[src/hw/decode_settings.svh]
/* Instruction field positions and special register numbers for the register-A decode step.
   Included by every RTL module that picks fields out of an instruction word. */
`ifndef DECODE_SETTINGS_SVH
`define DECODE_SETTINGS_SVH

// Opcode sits in the low six bits
`define OPC_LSB 0
`define OPC_MSB 5
// Register fields, each five bits wide
`define RT_LSB 6
`define RA_LSB 11
`define RB_LSB 16
// Single-bit flags
`define RAN_BIT 21
`define MOVX_BIT 31

// Special architectural register numbers
`define SP_REG 31
`define SP_BANK_BASE 32
`define RTD_BASE 40
`define LOOP_REG 55

`endif
[src/hw/decodePkg.sv]
/* Shared types for the register-A decode step: widths, opcodes, FSM states and the
   decoded micro-op that travels downstream. */
`default_nettype none

package decodePkg;

	// ========================================
	// Plain vectors with a meaning
	// ========================================

	// One 32-bit instruction word
	typedef logic [31:0] instrT;
	// Register number as encoded in an instruction field
	typedef logic [4:0] regFieldT;
	// Architectural register number after banking and remapping
	typedef logic [6:0] archRegT;
	// Operating mode picks one of four stack pointers
	typedef logic [1:0] operatingModeT;
	// Index of a micro-op within a pop-multiple
	typedef logic [2:0] popCountT;

	// ========================================
	// Encodings
	// ========================================

	// Opcodes that the decoder treats specially; anything else is a generic register form
	typedef enum logic [5:0] {
		OP_ADD   = 6'h02,
		OP_MOV   = 6'h03,
		OP_IMMA  = 6'h0A,
		OP_RTD   = 6'h10,
		OP_POPM  = 6'h11,
		OP_DBRA  = 6'h12,
		OP_ADDSI = 6'h20,
		OP_ANDSI = 6'h21,
		OP_ORSI  = 6'h22,
		OP_EORSI = 6'h23
	} opcodeT;

	// Sequencer FSM states
	typedef enum logic [1:0] {
		sIdle,
		sPrefixed,
		sExpand
	} seqStateT;

	// Decoded micro-op, 42 bits
	typedef struct packed {
		instrT instr;
		archRegT ra;
		logic raz;
		logic ran;
		logic hasImma;
	} decodedT;

endpackage

`default_nettype wire

[src/hw/decodeStage.sv]
/* Top of the register-A decode step. Upstream words enter on a valid/ready port and
   decoded micro-ops leave on another. */
`timescale 1ns/1ps
`default_nettype none

module decodeStage import decodePkg::*;
(
	input logic clk,
	input logic rstN,
	input operatingModeT om,
	input logic inValid,
	output logic inReady,
	input instrT inInstr,
	output logic outValid,
	input logic outReady,
	output decodedT outDecoded
);

	// Micro-op as formed by the sequencer
	instrT uopInstr;
	logic uopImma;
	logic seqValid;
	logic seqReady;
	// Counter handshake
	logic cntLoad;
	popCountT cntCount;
	logic cntStep;
	popCountT cntIndex;
	logic cntLast;
	// Register-A results
	archRegT ra;
	logic raz;
	logic ran;
	decodedT seqData;

	decodeSequencer i_decodeSequencer (
		.clk(clk), .rstN(rstN),
		.inValid(inValid), .inReady(inReady), .inInstr(inInstr),
		.uopInstr(uopInstr), .uopImma(uopImma),
		.seqValid(seqValid), .seqReady(seqReady),
		.cntLoad(cntLoad), .cntCount(cntCount), .cntStep(cntStep),
		.cntIndex(cntIndex), .cntLast(cntLast)
	);

	expandCounter i_expandCounter (
		.clk(clk), .rstN(rstN),
		.load(cntLoad), .loadCount(cntCount), .step(cntStep),
		.index(cntIndex), .last(cntLast)
	);

	decodeRa i_decodeRa (
		.om(om), .instr(uopInstr), .hasImma(uopImma),
		.ra(ra), .raz(raz), .ran(ran)
	);

	// Bundle the micro-op with its decode for the output register
	assign seqData.instr = uopInstr;
	assign seqData.ra = ra;
	assign seqData.raz = raz;
	assign seqData.ran = ran;
	assign seqData.hasImma = uopImma;

	decodeOutReg i_decodeOutReg (
		.clk(clk), .rstN(rstN),
		.inValid(seqValid), .inReady(seqReady), .inData(seqData),
		.outValid(outValid), .outReady(outReady), .outData(outDecoded)
	);

endmodule

`default_nettype wire

[src/hw/decodeOutReg.sv]
/* One-entry valid/ready output register for decoded micro-ops. Accepts a new entry in
   the same cycle the held one leaves, so throughput is one per clock. */
`timescale 1ns/1ps
`default_nettype none

module decodeOutReg import decodePkg::*;
(
	input logic clk,
	input logic rstN,
	input logic inValid,
	output logic inReady,
	input decodedT inData,
	output logic outValid,
	input logic outReady,
	output decodedT outData
);

	// Room is available when empty or when the held entry is leaving now
	assign inReady = !outValid || outReady;

	// ========================================
	// Valid flag and payload
	// ========================================

	always_ff @(posedge clk or negedge rstN)
	begin
		if (!rstN)
			outValid <= 1'b0;
		else if (inReady)
			outValid <= inValid;
	end

	always_ff @(posedge clk)
	begin
		// Payload only loads on a real transfer
		if (inReady && inValid)
			outData <= inData;
	end

	// A stalled entry stays put until the consumer takes it
	assert property (@(posedge clk) disable iff (!rstN)
		(outValid && !outReady) |=> (outValid && $stable(outData)));

endmodule

`default_nettype wire

[src/hw/decodeSequencer.sv]
/* Decode sequencer FSM. Absorbs immediate prefixes and expands pop-multiple words into
   return-pop micro-ops, one per register. */
`timescale 1ns/1ps
`default_nettype none

`include "decode_settings.svh"

module decodeSequencer import decodePkg::*;
(
	input logic clk,
	input logic rstN,
	input logic inValid,
	output logic inReady,
	input instrT inInstr,
	output instrT uopInstr,
	output logic uopImma,
	output logic seqValid,
	input logic seqReady,
	output logic cntLoad,
	output popCountT cntCount,
	output logic cntStep,
	input popCountT cntIndex,
	input logic cntLast
);

	seqStateT state;
	seqStateT stateNext;
	opcodeT inOp;
	logic isPrefix;
	logic isPopm;
	popCountT inCount;
	// Pop-multiple word kept while the remaining micro-ops go out
	instrT popWord;

	// Rewrite a word as a return-pop of register k
	function automatic instrT fnRtdUop(input instrT word, input popCountT k);
		instrT uop;
		uop = word;
		uop[`OPC_MSB:`OPC_LSB] = OP_RTD;
		uop[`RA_LSB +: $bits(regFieldT)] = regFieldT'(k);
		return uop;
	endfunction

	assign inOp = opcodeT'(inInstr[`OPC_MSB:`OPC_LSB]);
	assign isPrefix = (inOp == OP_IMMA);
	assign isPopm = (inOp == OP_POPM);
	assign inCount = inInstr[`RB_LSB +: $bits(popCountT)];

	// The first micro-op leaves straight away, so the counter starts one below the count
	assign cntCount = inCount - popCountT'(1);

	always_comb
	begin
		stateNext = state;
		inReady = 1'b0;
		seqValid = 1'b0;
		uopInstr = inInstr;
		uopImma = 1'b0;
		cntLoad = 1'b0;
		cntStep = 1'b0;
		case (state)
			sIdle, sPrefixed:
			begin
				uopImma = (state == sPrefixed);
				if (isPrefix)
				begin
					// Prefixes are taken even under back-pressure
					inReady = 1'b1;
					if (inValid)
						stateNext = sPrefixed;
				end
				else
				begin
					inReady = seqReady;
					seqValid = inValid;
					// Highest register of a pop-multiple goes first
					if (isPopm)
						uopInstr = fnRtdUop(inInstr, inCount);
					if (inValid && seqReady)
					begin
						if (isPopm && inCount > popCountT'(1))
						begin
							cntLoad = 1'b1;
							stateNext = sExpand;
						end
						else
							stateNext = sIdle;
					end
				end
			end
			sExpand:
			begin
				// Upstream stalls until the last micro-op is taken
				seqValid = 1'b1;
				uopInstr = fnRtdUop(popWord, cntIndex);
				if (seqReady)
				begin
					cntStep = 1'b1;
					if (cntLast)
						stateNext = sIdle;
				end
			end
			default:
				stateNext = sIdle;
		endcase
	end

	always_ff @(posedge clk or negedge rstN)
	begin
		if (!rstN)
			state <= sIdle;
		else
			state <= stateNext;
	end

	always_ff @(posedge clk)
	begin
		if (cntLoad)
			popWord <= inInstr;
	end

	// A non-zero counter means an expansion is running, and upstream stays stalled meanwhile
	assert property (@(posedge clk) disable iff (!rstN)
		(cntIndex != '0) |-> (state == sExpand && !inReady));

	// A prefix being consumed never produces a micro-op of its own
	assert property (@(posedge clk) disable iff (!rstN)
		(inValid && inReady && isPrefix) |-> !seqValid);

endmodule

`default_nettype wire

[src/hw/expandCounter.sv]
/* Down-counter for pop-multiple expansion. Holds the register index of the next
   micro-op and flags the last one. */
`timescale 1ns/1ps
`default_nettype none

module expandCounter import decodePkg::*;
(
	input logic clk,
	input logic rstN,
	input logic load,
	input popCountT loadCount,
	input logic step,
	output popCountT index,
	output logic last
);

	// ========================================
	// Index register
	// ========================================

	// Load wins over step; the sequencer never raises both together
	always_ff @(posedge clk or negedge rstN)
	begin
		if (!rstN)
			index <= '0;
		else if (load)
			index <= loadCount;
		else if (step)
			index <= index - popCountT'(1);
	end

	// Index one is the final micro-op; zero only occurs when idle
	assign last = (index <= popCountT'(1));

	// The sequencer must stop stepping once the count is used up
	assert property (@(posedge clk) disable iff (!rstN)
		step |-> (index != '0));

endmodule

`default_nettype wire

[src/hw/decodeRa.sv]
/* Combinational register-A decoder. Maps an instruction to its architectural A register,
   applying prefix, opcode remapping and banked stack pointer. */
`timescale 1ns/1ps
`default_nettype none

`include "decode_settings.svh"

module decodeRa import decodePkg::*;
(
	input operatingModeT om,
	input instrT instr,
	input logic hasImma,
	output archRegT ra,
	output logic raz,
	output logic ran
);

	opcodeT op;
	archRegT raSel;

	assign op = opcodeT'(instr[`OPC_MSB:`OPC_LSB]);

	// Opcode-dependent selection before stack-pointer banking
	function automatic archRegT fnRa(input instrT ir, input logic imma);
		opcodeT irOp;
		popCountT rtdCount;
		irOp = opcodeT'(ir[`OPC_MSB:`OPC_LSB]);
		rtdCount = ir[`RA_LSB +: $bits(popCountT)];
		// An immediate prefix replaces the A operand, so no register is read
		if (imma)
			return '0;
		case (irOp)
			// Return-pop reads one of eight registers; count zero means no register
			OP_RTD:
				return (rtdCount == '0) ? archRegT'(0) :
					archRegT'(`RTD_BASE) + archRegT'(rtdCount);
			// Decrement-and-branch always reads the loop counter
			OP_DBRA:
				return archRegT'(`LOOP_REG);
			// Short-immediate forms take their source from the target field
			OP_ADDSI, OP_ANDSI, OP_ORSI, OP_EORSI:
				return archRegT'(ir[`RT_LSB +: $bits(regFieldT)]);
			default:
				return archRegT'(ir[`RA_LSB +: $bits(regFieldT)]);
		endcase
	endfunction

	assign raSel = fnRa(instr, hasImma);

	always_comb
	begin
		ra = raSel;
		// Register 31 is the stack pointer of the current mode, except in an extended move
		if (raSel == archRegT'(`SP_REG) && !(op == OP_MOV && instr[`MOVX_BIT]))
			ra = archRegT'(`SP_BANK_BASE) + archRegT'(om);
	end

	// Zero register flag follows the final number
	assign raz = (ra == '0);
	assign ran = instr[`RAN_BIT];

endmodule

`default_nettype wire

[config.mk]
export PLATFORM = sky130hd
export DESIGN_NAME = decodeStage
export DESIGN_NICKNAME = d
export VERILOG_FILES = /design/src/hw/decodePkg.sv /design/src/hw/decodeStage.sv /design/src/hw/decodeOutReg.sv /design/src/hw/decodeSequencer.sv /design/src/hw/expandCounter.sv /design/src/hw/decodeRa.sv
export VERILOG_INCLUDE_DIRS = /design/src /design/src/hw
export SDC_FILE = /design/constraint.sdc
export NUM_CORES = 1
export LEC_CHECK = 0
export BUFFER_PORTS_ARGS = -buffer_cell sky130_fd_sc_hd__buf_4
export CORE_MARGIN = 5
export CORE_UTILIZATION = 47
export CTS_CLUSTER_SIZE = 28
export DETAILED_ROUTE_END_ITERATION = 7
export GPL_ROUTABILITY_DRIVEN = 0
export PLACE_DENSITY = 0.84
export SETUP_SLACK_MARGIN = 0.3
export SKIP_LAST_GASP = 1
export SLEW_MARGIN = 20
export SYNTH_ARGS = -nofsm -noshare
export SYNTH_HDL_FRONTEND = slang
export SYNTH_SLANG_ARGS = --single-unit
[constraint.sdc]
create_clock -name clk -period 3.6 [get_ports clk]
set_input_delay 0.36 -clock clk [delete_from_list [all_inputs] [get_ports clk]]
set_output_delay 0.36 -clock clk [all_outputs]
set_load 0.02 [all_outputs]
==> results of run 1 <==
## cell type report
cell class,instances,area share (%)
multi-input combinational,170,24.9
clock buffer,9,3.12
inverter,11,1.04
timing repair buffer,86,16.3
clock inverter,7,2.30
sequential,67,49.9
tap,77,2.43
## through the flow
step	hold WS, ps	area (um2)	power (mW)	worst slack, ps	instances
6_report	202	3970	1.92	839	427
5_1_grt	184	3970	2.00	616	427
4_1_cts	189	3970	1.92	854	427
3_5_place_dp	178	3750	1.24	797	410
3_3_place_gp	175	3750	1.23	808	410
2_1_floorplan	64.4	3060	1.12	742	262
## report_power, final
group / switching (mW) / total, mW / internal, mW / leakage (nW)
clock: 0.298 / 0.686 / 0.389 / 0.111
sequential: 0.0327 / 0.936 / 0.904 / 0.648
combinational: 0.165 / 0.293 / 0.128 / 0.889
## final timing paths
path	from	to	slack (ps)	cells after the start
setup / recovery	i_decodeSequencer.state[1]	i_decodeOutReg.outData[2]	840	7
hold / removal	inInstr[23]	i_decodeSequencer.popWord[23]	200	1
setup reg to reg	i_decodeSequencer.state[1]	i_decodeOutReg.outData[2]	840	7
hold reg to reg	i_decodeSequencer.popWord[27]	i_decodeOutReg.outData[37]	510	2
max in group asynchronous	rstN	i_decodeSequencer.state[1]	3130	2
min in group asynchronous	rstN	i_expandCounter.index[1]	350	2
## sequential cells by signal, summed over array words and instances, names as in the netlist
signal,count
i_decodeOutReg.outData,40
i_decodeSequencer.popWord,21
i_expandCounter.index,3
i_decodeSequencer.state,2
i_decodeOutReg.outValid,1
## logic make-up after synthesis
logic type | count (synthesis)
simple gates | 121
flops | 67
compound gates | 40
buf+inv | 25
fa+ha+maj | 4
xor+xnor | 3
other cells | 1
mux | 1
## what timing repair did
item | in CTS | in global routing
endpoints found under the hold margin | 6 | 0
setup endpoints to repair | 0 | 0
hold buffers | 1 | 0
## Yosys cell counts, types with 2 or more instances
library cell	number	share of area (%)
a211oi_1	4	0.98
a21oi_1	9	1.5
a31oi_1	2	0.41
and2_1	6	1.2
and3_1	2	0.41
buf_4	2	0.49
clkbuf_1	10	1.2
dfrtp_1	6	4.9
edfxtp_1	61	60
ha_1	4	1.6
inv_1	11	1.3
nand2_1	63	7.7
nand2b_1	6	1.2
nand3_1	3	0.49
nor2_1	18	2.2
nor2b_1	5	1.0
nor3_1	3	0.49
nor3b_1	4	0.98
nor4b_1	2	0.57
o21ai_0	8	1.3
o311a_1	3	0.98
o31ai_1	2	0.49
or3_1	2	0.41
or4b_1	2	0.65
xnor2_1	3	0.86
## metal layers
| metal | share of wire [%] | vias to the layer above |
|---|---|---|
| met4 | 1.9 | 0 |
| met1 | 42 | 1091 |
| met3 | 7.8 | 15 |
| li1 | - | 1097 |
| met2 | 49 | 98 |
| met5 | 0 | - |
==> summary.md, run 1 <==
| Metric | Value |
|---|---|
| # diodes | `0` |
| Row count | `29` |
| Detailed Route Iter0 Violations | `117` |
| Syn Nets | `304` |
| Gate Count Post-Synth | `about 260` |
| Clock period minus final worst setup slack | `2760 ps` |
| Most common cell after layout, fill and taps aside | `buf_4` |
| Area growth, synth to finish | `29.8%` |
| Period utilization | `about three quarters` |
| Clock Skew | `8.78 ps` |
| Initial antenna violation count | `0` |
| Mux cell area share after synthesis | `0.327%` |
| Final Slew Violations | `0` |
| Remaining Overflow, GRT | `0` |
| Post-synth EDFFs | `between 60 and 70` |
| Vias | `2,301` |
| Synth Area in Adders | `1.64%` |
| Startpoint types | `flop` |
| Total GRT Usage | `17.9%` |
| DR pass1 iterations | `5` |
| DRC viols | `0` |
| CP max stage cell | `dfrtp_1` |
| Multi-input logic area | `988 um2` |
| #FFs+latches synth | `67` |
| CORE AREA | `approximately 0.0063 mm2` |
| GR Layer Usage met1 | `22.5%` |
| Crit-path leading delay family | `compound AO/OA/AOI/OAI gates` |
| Met3 Track Usage GR | `under 10%` |
| Compound-Gate Fraction of Synth Area | `under 10%` |
| Setup Total Neg Slack | `0 ps` |
| Relative slew slack | `60.2%` |
| Worst-Margin Slew | `around 590 ps` |
| Synth async-reset ratio | `8.96%` |
| Maximum VDD drop | `0.343 mV` |
| Avg Cell Area, Syn | `11.7 um2` |
| Status | `finished, final reports clean` |
| Via density | `5.39` |
| Postcts setup bufs | `0` |
| RSZ-0062 raised after global routing | `no` |
| Chip Height | `90.7 um` |
| Final setup vio count | `0` |
| Width of the die | `90.7 um` |
| FILL cells | `492` |
| Combinational family with the most area after synthesis | `simple AND/OR/NAND/NOR gates` |
| Final hold vios | `0` |
| Number of global-route vias before repair | `2,371` |
| Critical-path cell list | `nor2b_2 -> buf_4 -> nor3b_1 -> a311o_1 -> o21ai_1 -> o31ai_4 -> o2111a_1` |
| P_leak | `1.65 nW` |
| Simple-gate area share of the yosys netlist | `19.6%` |
| Post_cts resized | `0` |
| Worst Setup Path Type | `reg -> reg` |
| Nets | `387` |
| Die ar. | `0.00823 mm2` |
| Post-synthesis cell type count | `46` |
| Cell Area, Synth | `0.00306 mm2` |
| Crit Path Max Fanout | `19` |
| Number of buffers created by CTS | `9` |
| YS warnings | `0` |
| Pwr Density | `482 mW/mm2` |
| Largest net degree at the start of global routing | `30` |
| Clock Sinks | `67` |
| PortBufs | `80` |
| Clock-pin transition on the worst setup and hold timing paths | `around 80 ps` |
| CTS tree | `done` |
| CP arrival | `2860 ps` |
| Starting Density | `between 40% and 50%` |
| Most frequent cells in the layout | `85 x buf_4, 63 x nand2_1, 61 x edfxtp_1` |
| Post-DP HPWL | `roughly 5200 um` |
| Final Util | `62.5%` |
| IO Count | `a little over 80` |
| Layout cells sized above 1 | `30.9%` |
| Reg area | `a little under 0.002 mm2` |
| H-tree depth | `3` |
| Root Driver | `clkbuf_8` |
| Met2 Use GR | `28.5%` |
| Critical path endpoint category | `flop` |
| CP max stage delay | `670 ps` |
| Bufs on Longest Clock Path | `2` |
| Busiest layer in global routing | `met2` |
| HP Class | `in -> reg` |
| WP buf/inv | `1` |
| First-pass GRT wire length | `11,700 um` |
| Total Wirelength | `7150 um` |
| FMAX | `362 MHz` |
| Part of the Yosys area used for sequential elements | `64.8%` |
| Xor and xnor area share after synthesis | `0.859%` |
| Final antenna-violating net count | `0` |
| Per-cell routed wire length | `roughly 17 um` |
| Max-cap violations | `0` |
| Clock Latency Late Sink | `340 ps` |
| Ys flop type | `edfxtp_1` |
| Worst EP required | `3700 ps` |
No activity file was read; power rests on OpenSTA's default activity.
==> inputs of run 2 (changes only) <==
- ABC_AREA: unset -> 1
- CORE_UTILIZATION: 47 -> 50
- PLACE_DENSITY: 0.84 -> 0.85
- clock period: 3.6 -> 2.6 ns (I/O delays scaled with it)
==> run 2 against run 1 <==
Effect of this change: flip-flop and latch count unchanged; count of clock-buffer cells in the layout is 2 higher; sequential share of layout area shrank 2.4 points; non-clock buffer count is 7 higher; maximum frequency is 25% higher; clock power increased by 22%; clock skew grew 3.3 ps; critical path depth up 10; sequential power increased by 45%; die area down 2.4%; register-to-register slack worse by 460 ps; global-route usage grew 1.8 points; critical endpoint unchanged.
==> summary.md, run 2 <==
| Metric | Value |
|---|---|
| Post-synthesis cell type count | `36 (-22%)` |
| Part of the Yosys area used for sequential elements | `62.6% (-2.2 points)` |
| H-tree depth | `3 (unchanged)` |
| Initial antenna violation count | `0 (unchanged)` |
| Synth top cells by count | `96 x nand2_1, 61 x edfxtp_1, 39 x inv_1` |
| CP arrival | `2330 ps (-530 ps)` |
| Chip Height | `89.6 um (-1.2%)` |
| Worst EP required | `2720 ps (-980 ps)` |
| Final setup vio count | `0 (unchanged)` |
| Avg Cell Area, Syn | `10.2 um2 (-13%)` |
| Final Util | `66.9% (+4.3 points)` |
| PortBufs | `80 (unchanged)` |
| Per-cell routed wire length | `15.7 um (-6.3%)` |
| Post-synth EDFFs | `61 (unchanged)` |
| Most frequent cells in the layout | `95 x nand2_1, 91 x buf_4, 61 x edfxtp_1` |
| Worst R2R Path Depth | `17 (+10)` |
| Area growth, synth to finish | `31.7%` |
| CTS tree | `done` |
| Clock period minus final worst setup slack | `2220 ps (-545 ps)` |
| Largest register FFs | `40 (unchanged)` |
| CORE AREA | `0.00624 mm2 (-1.7%)` |
| Vias | `2,570 (+12%)` |
| Detailed Route Iter0 Violations | `220 (+88%)` |
| Final Slew Violations | `0 (unchanged)` |
| Die ar. | `0.00803 mm2 (-2.4%)` |
| Relative slew slack | `37.8% (-22 points)` |
| Most frequent cell after synthesis | `nand2_1` |
| Startpoint types | `flop` |
| Bufs on Longest Clock Path | `2 (unchanged)` |
| Width of the die | `89.6 um (-1.2%)` |
| Top reg by flops | `i_decodeOutReg.outData` |
| First-pass GRT wire length | `11,700 um (about the same)` |
| Min-Delay Path Depth | `1 (unchanged)` |
| Cell Area, Synth | `0.00317 mm2 (+3.5%)` |
| Post-DP HPWL | `5240 um (+1.3%)` |
| YS warnings | `0 (unchanged)` |
| Row count | `29 (unchanged)` |
| Pwr Density | `679 mW/mm2 (+41%)` |
| Period utilization | `85.3% (+8.6 points)` |
| FMAX | `451 MHz (+25%)` |
| Root Driver | `clkbuf_8` |
| Nets | `449 (+16%)` |
| Number of buffers created by CTS | `9 (unchanged)` |
| Largest net degree at the start of global routing | `26 (-13%)` |
| Critical path endpoint category | `flop` |
| Clock-pin transition on the worst setup and hold timing paths | `80 ps (about the same)` |
| Worst Setup Path Type | `reg -> reg` |
| Layout cells sized above 1 | `34.2% (+3.4 points)` |
| Total Wirelength | `7660 um (+7.2%)` |
| HP Class | `in -> reg` |
| #FFs+latches synth | `67 (unchanged)` |
| Clock Latency Late Sink | `350 ps (about the same)` |
| Syn Nets | `352 (+16%)` |
| Final hold vios | `0 (unchanged)` |
| RSZ-0062 raised after global routing | `no` |
| Synth async-reset ratio | `8.96% (unchanged)` |
| Yosys top cell area share | `57.8% (-2.0 points)` |
| IO Count | `82 (unchanged)` |
| Crit Path Max Fanout | `7 (-12)` |
| Clock Sinks | `67 (unchanged)` |
| DRC viols | `0 (unchanged)` |
| Ys flop type | `edfxtp_1` |
| Clock Skew | `12.1 ps (+3.32 ps)` |
| Via density | `5.26 (-2.5%)` |
| Gate Count Post-Synth | `310 (+18%)` |
| Status | `finished, final reports clean` |
| Starting Density | `50.8% (+2.6 points)` |
| Final antenna-violating net count | `0 (unchanged)` |
| Most common cell after layout, fill and taps aside | `nand2_1` |
| Cell taking the most area after synthesis | `edfxtp_1` |
| Synth area leaders | `edfxtp_1 58%, nand2_1 11%, dfrtp_1 4.7%, inv_1 4.6%, nor2_1 2.7%` |
| Worst-Margin Slew | `934 ps (+344 ps)` |
| Setup Total Neg Slack | `0 ps (unchanged)` |
| # diodes | `0 (unchanged)` |
| P_leak | `1.88 nW (+14%)` |
| Max-cap violations | `0 (unchanged)` |
| Total GRT Usage | `19.8% (+1.8 points)` |
| Top flop regs | `i_decodeOutReg.outData x40, i_decodeSequencer.popWord x21, i_expandCounter.index x3` |
| Number of global-route vias before repair | `2,505 (+5.7%)` |
| Remaining Overflow, GRT | `0 (unchanged)` |
| DR pass1 iterations | `6 (+1)` |
| Maximum VDD drop | `0.369 mV (+7.5%)` |
## run 2: changes by cell type in the layout (fill, tap and decap cells not counted), sizes merged, moves of 4 or more
cell,delta
a211oi,-4
a21oi,-4
and2,-6
buf,+7
inv,+33
nand2,+40
nand2b,-6
nand3,+14
nand4,+4
nor2,+12
nor2b,-5
nor3b,-4
## run 2: logic make-up (layout without fill, tap and decap cells)
family / count (synthesis) / count (layout) / synth area share [%]
adder cells (fa/ha/maj): 4 / 4 / 1.58
flip-flops: 67 / 67 / 62.6
AND/OR/NAND/NOR: 159 / 160 / 23.1
buffers and inverters: 53 / 154 / 7.31
AO/OA/AOI/OAI: 24 / 24 / 4.74
XOR/XNOR: 2 / 2 / 0.553
other: 1 / 1 / 0.118
## run 2: path summary, 6_finish.rpt
kind                                               start                      endpoint  slack (ps)
hold reg to reg            i_decodeSequencer.popWord[24]    i_decodeOutReg.outData[34]         510
min in group asynchronous                           rstN      i_expandCounter.index[2]         260
setup / recovery              i_decodeSequencer.state[0]     i_decodeOutReg.outData[2]         380
hold / removal                                inInstr[9]  i_decodeSequencer.popWord[9]         100
max in group asynchronous                           rstN    i_decodeSequencer.state[1]        2210
setup reg to reg              i_decodeSequencer.state[0]     i_decodeOutReg.outData[2]         380
## run 2: power by group
group	internal, mW	leakage [nW]	switching (mW)
logic	0.254	1.14	0.381
registers	1.31	0.647	0.0527
clock network	0.439	0.0886	0.399
total	2.00	1.88	0.833
## run 2: layer usage
| layer | part of all wire [%] | GRT usage (%) |
|---|---|---|
| met1 | 36 | 23.2 |
| met2 | 54 | 34.9 |
| met3 | 8.5 | 3.01 |
| met4 | 2.0 | 10.0 |
| met5 | 0 | 0 |
## run 2: stage by stage
step	cells	setup slack, ps	cell area, um2	hold WS [ps]	power (mW)
after floorplan	310	334	3180	-35.6	1.74
after global placement	464	335	3870	75.2	1.96
after detailed placement	464	192	3870	75.6	1.98
after CTS	482	323	4080	90.5	2.81
after global routing	489	245	4170	88.3	2.94
final	489	383	4170	97.4	2.83
## run 2: critical path, stage by stage (launching register included)
cell and delay [ps]:
dfrtp_1 410, inv_4 120, nand2_8 80, buf_4 170, o22ai_1 110, inv_1 60
nand2_1 160, nand2_1 70, nor2_1 110, nor2_1 90, nor2_4 150, nor2_4 60
nand3_4 90, nand2_1 80, nand2_2 80, inv_2 30, nand2_1 60, nor2_2 30
## run 2: repair_timing
action | 4_1_cts | 5_1_grt
hold buffers | 1 | 0
gates cloned | 1 | 0
buffers inserted | 0 | 7
resized for setup | 2 | 10
setup endpoints to repair | 6 | 6
hold endpoints to repair | 6 | 0
pin swaps | 1 | 8
## run 2: final cells by class
type / count / area (um2)
Clock buffer: 11 / 131
Clock inverter: 5 / 53.8
Multi-Input combinational cell: 191 / 1020
Sequential cell: 67 / 1980
Timing Repair Buffer: 93 / 713
Fill cell: 489 / 2070
Tap cell: 77 / 96.3
Inverter: 45 / 176
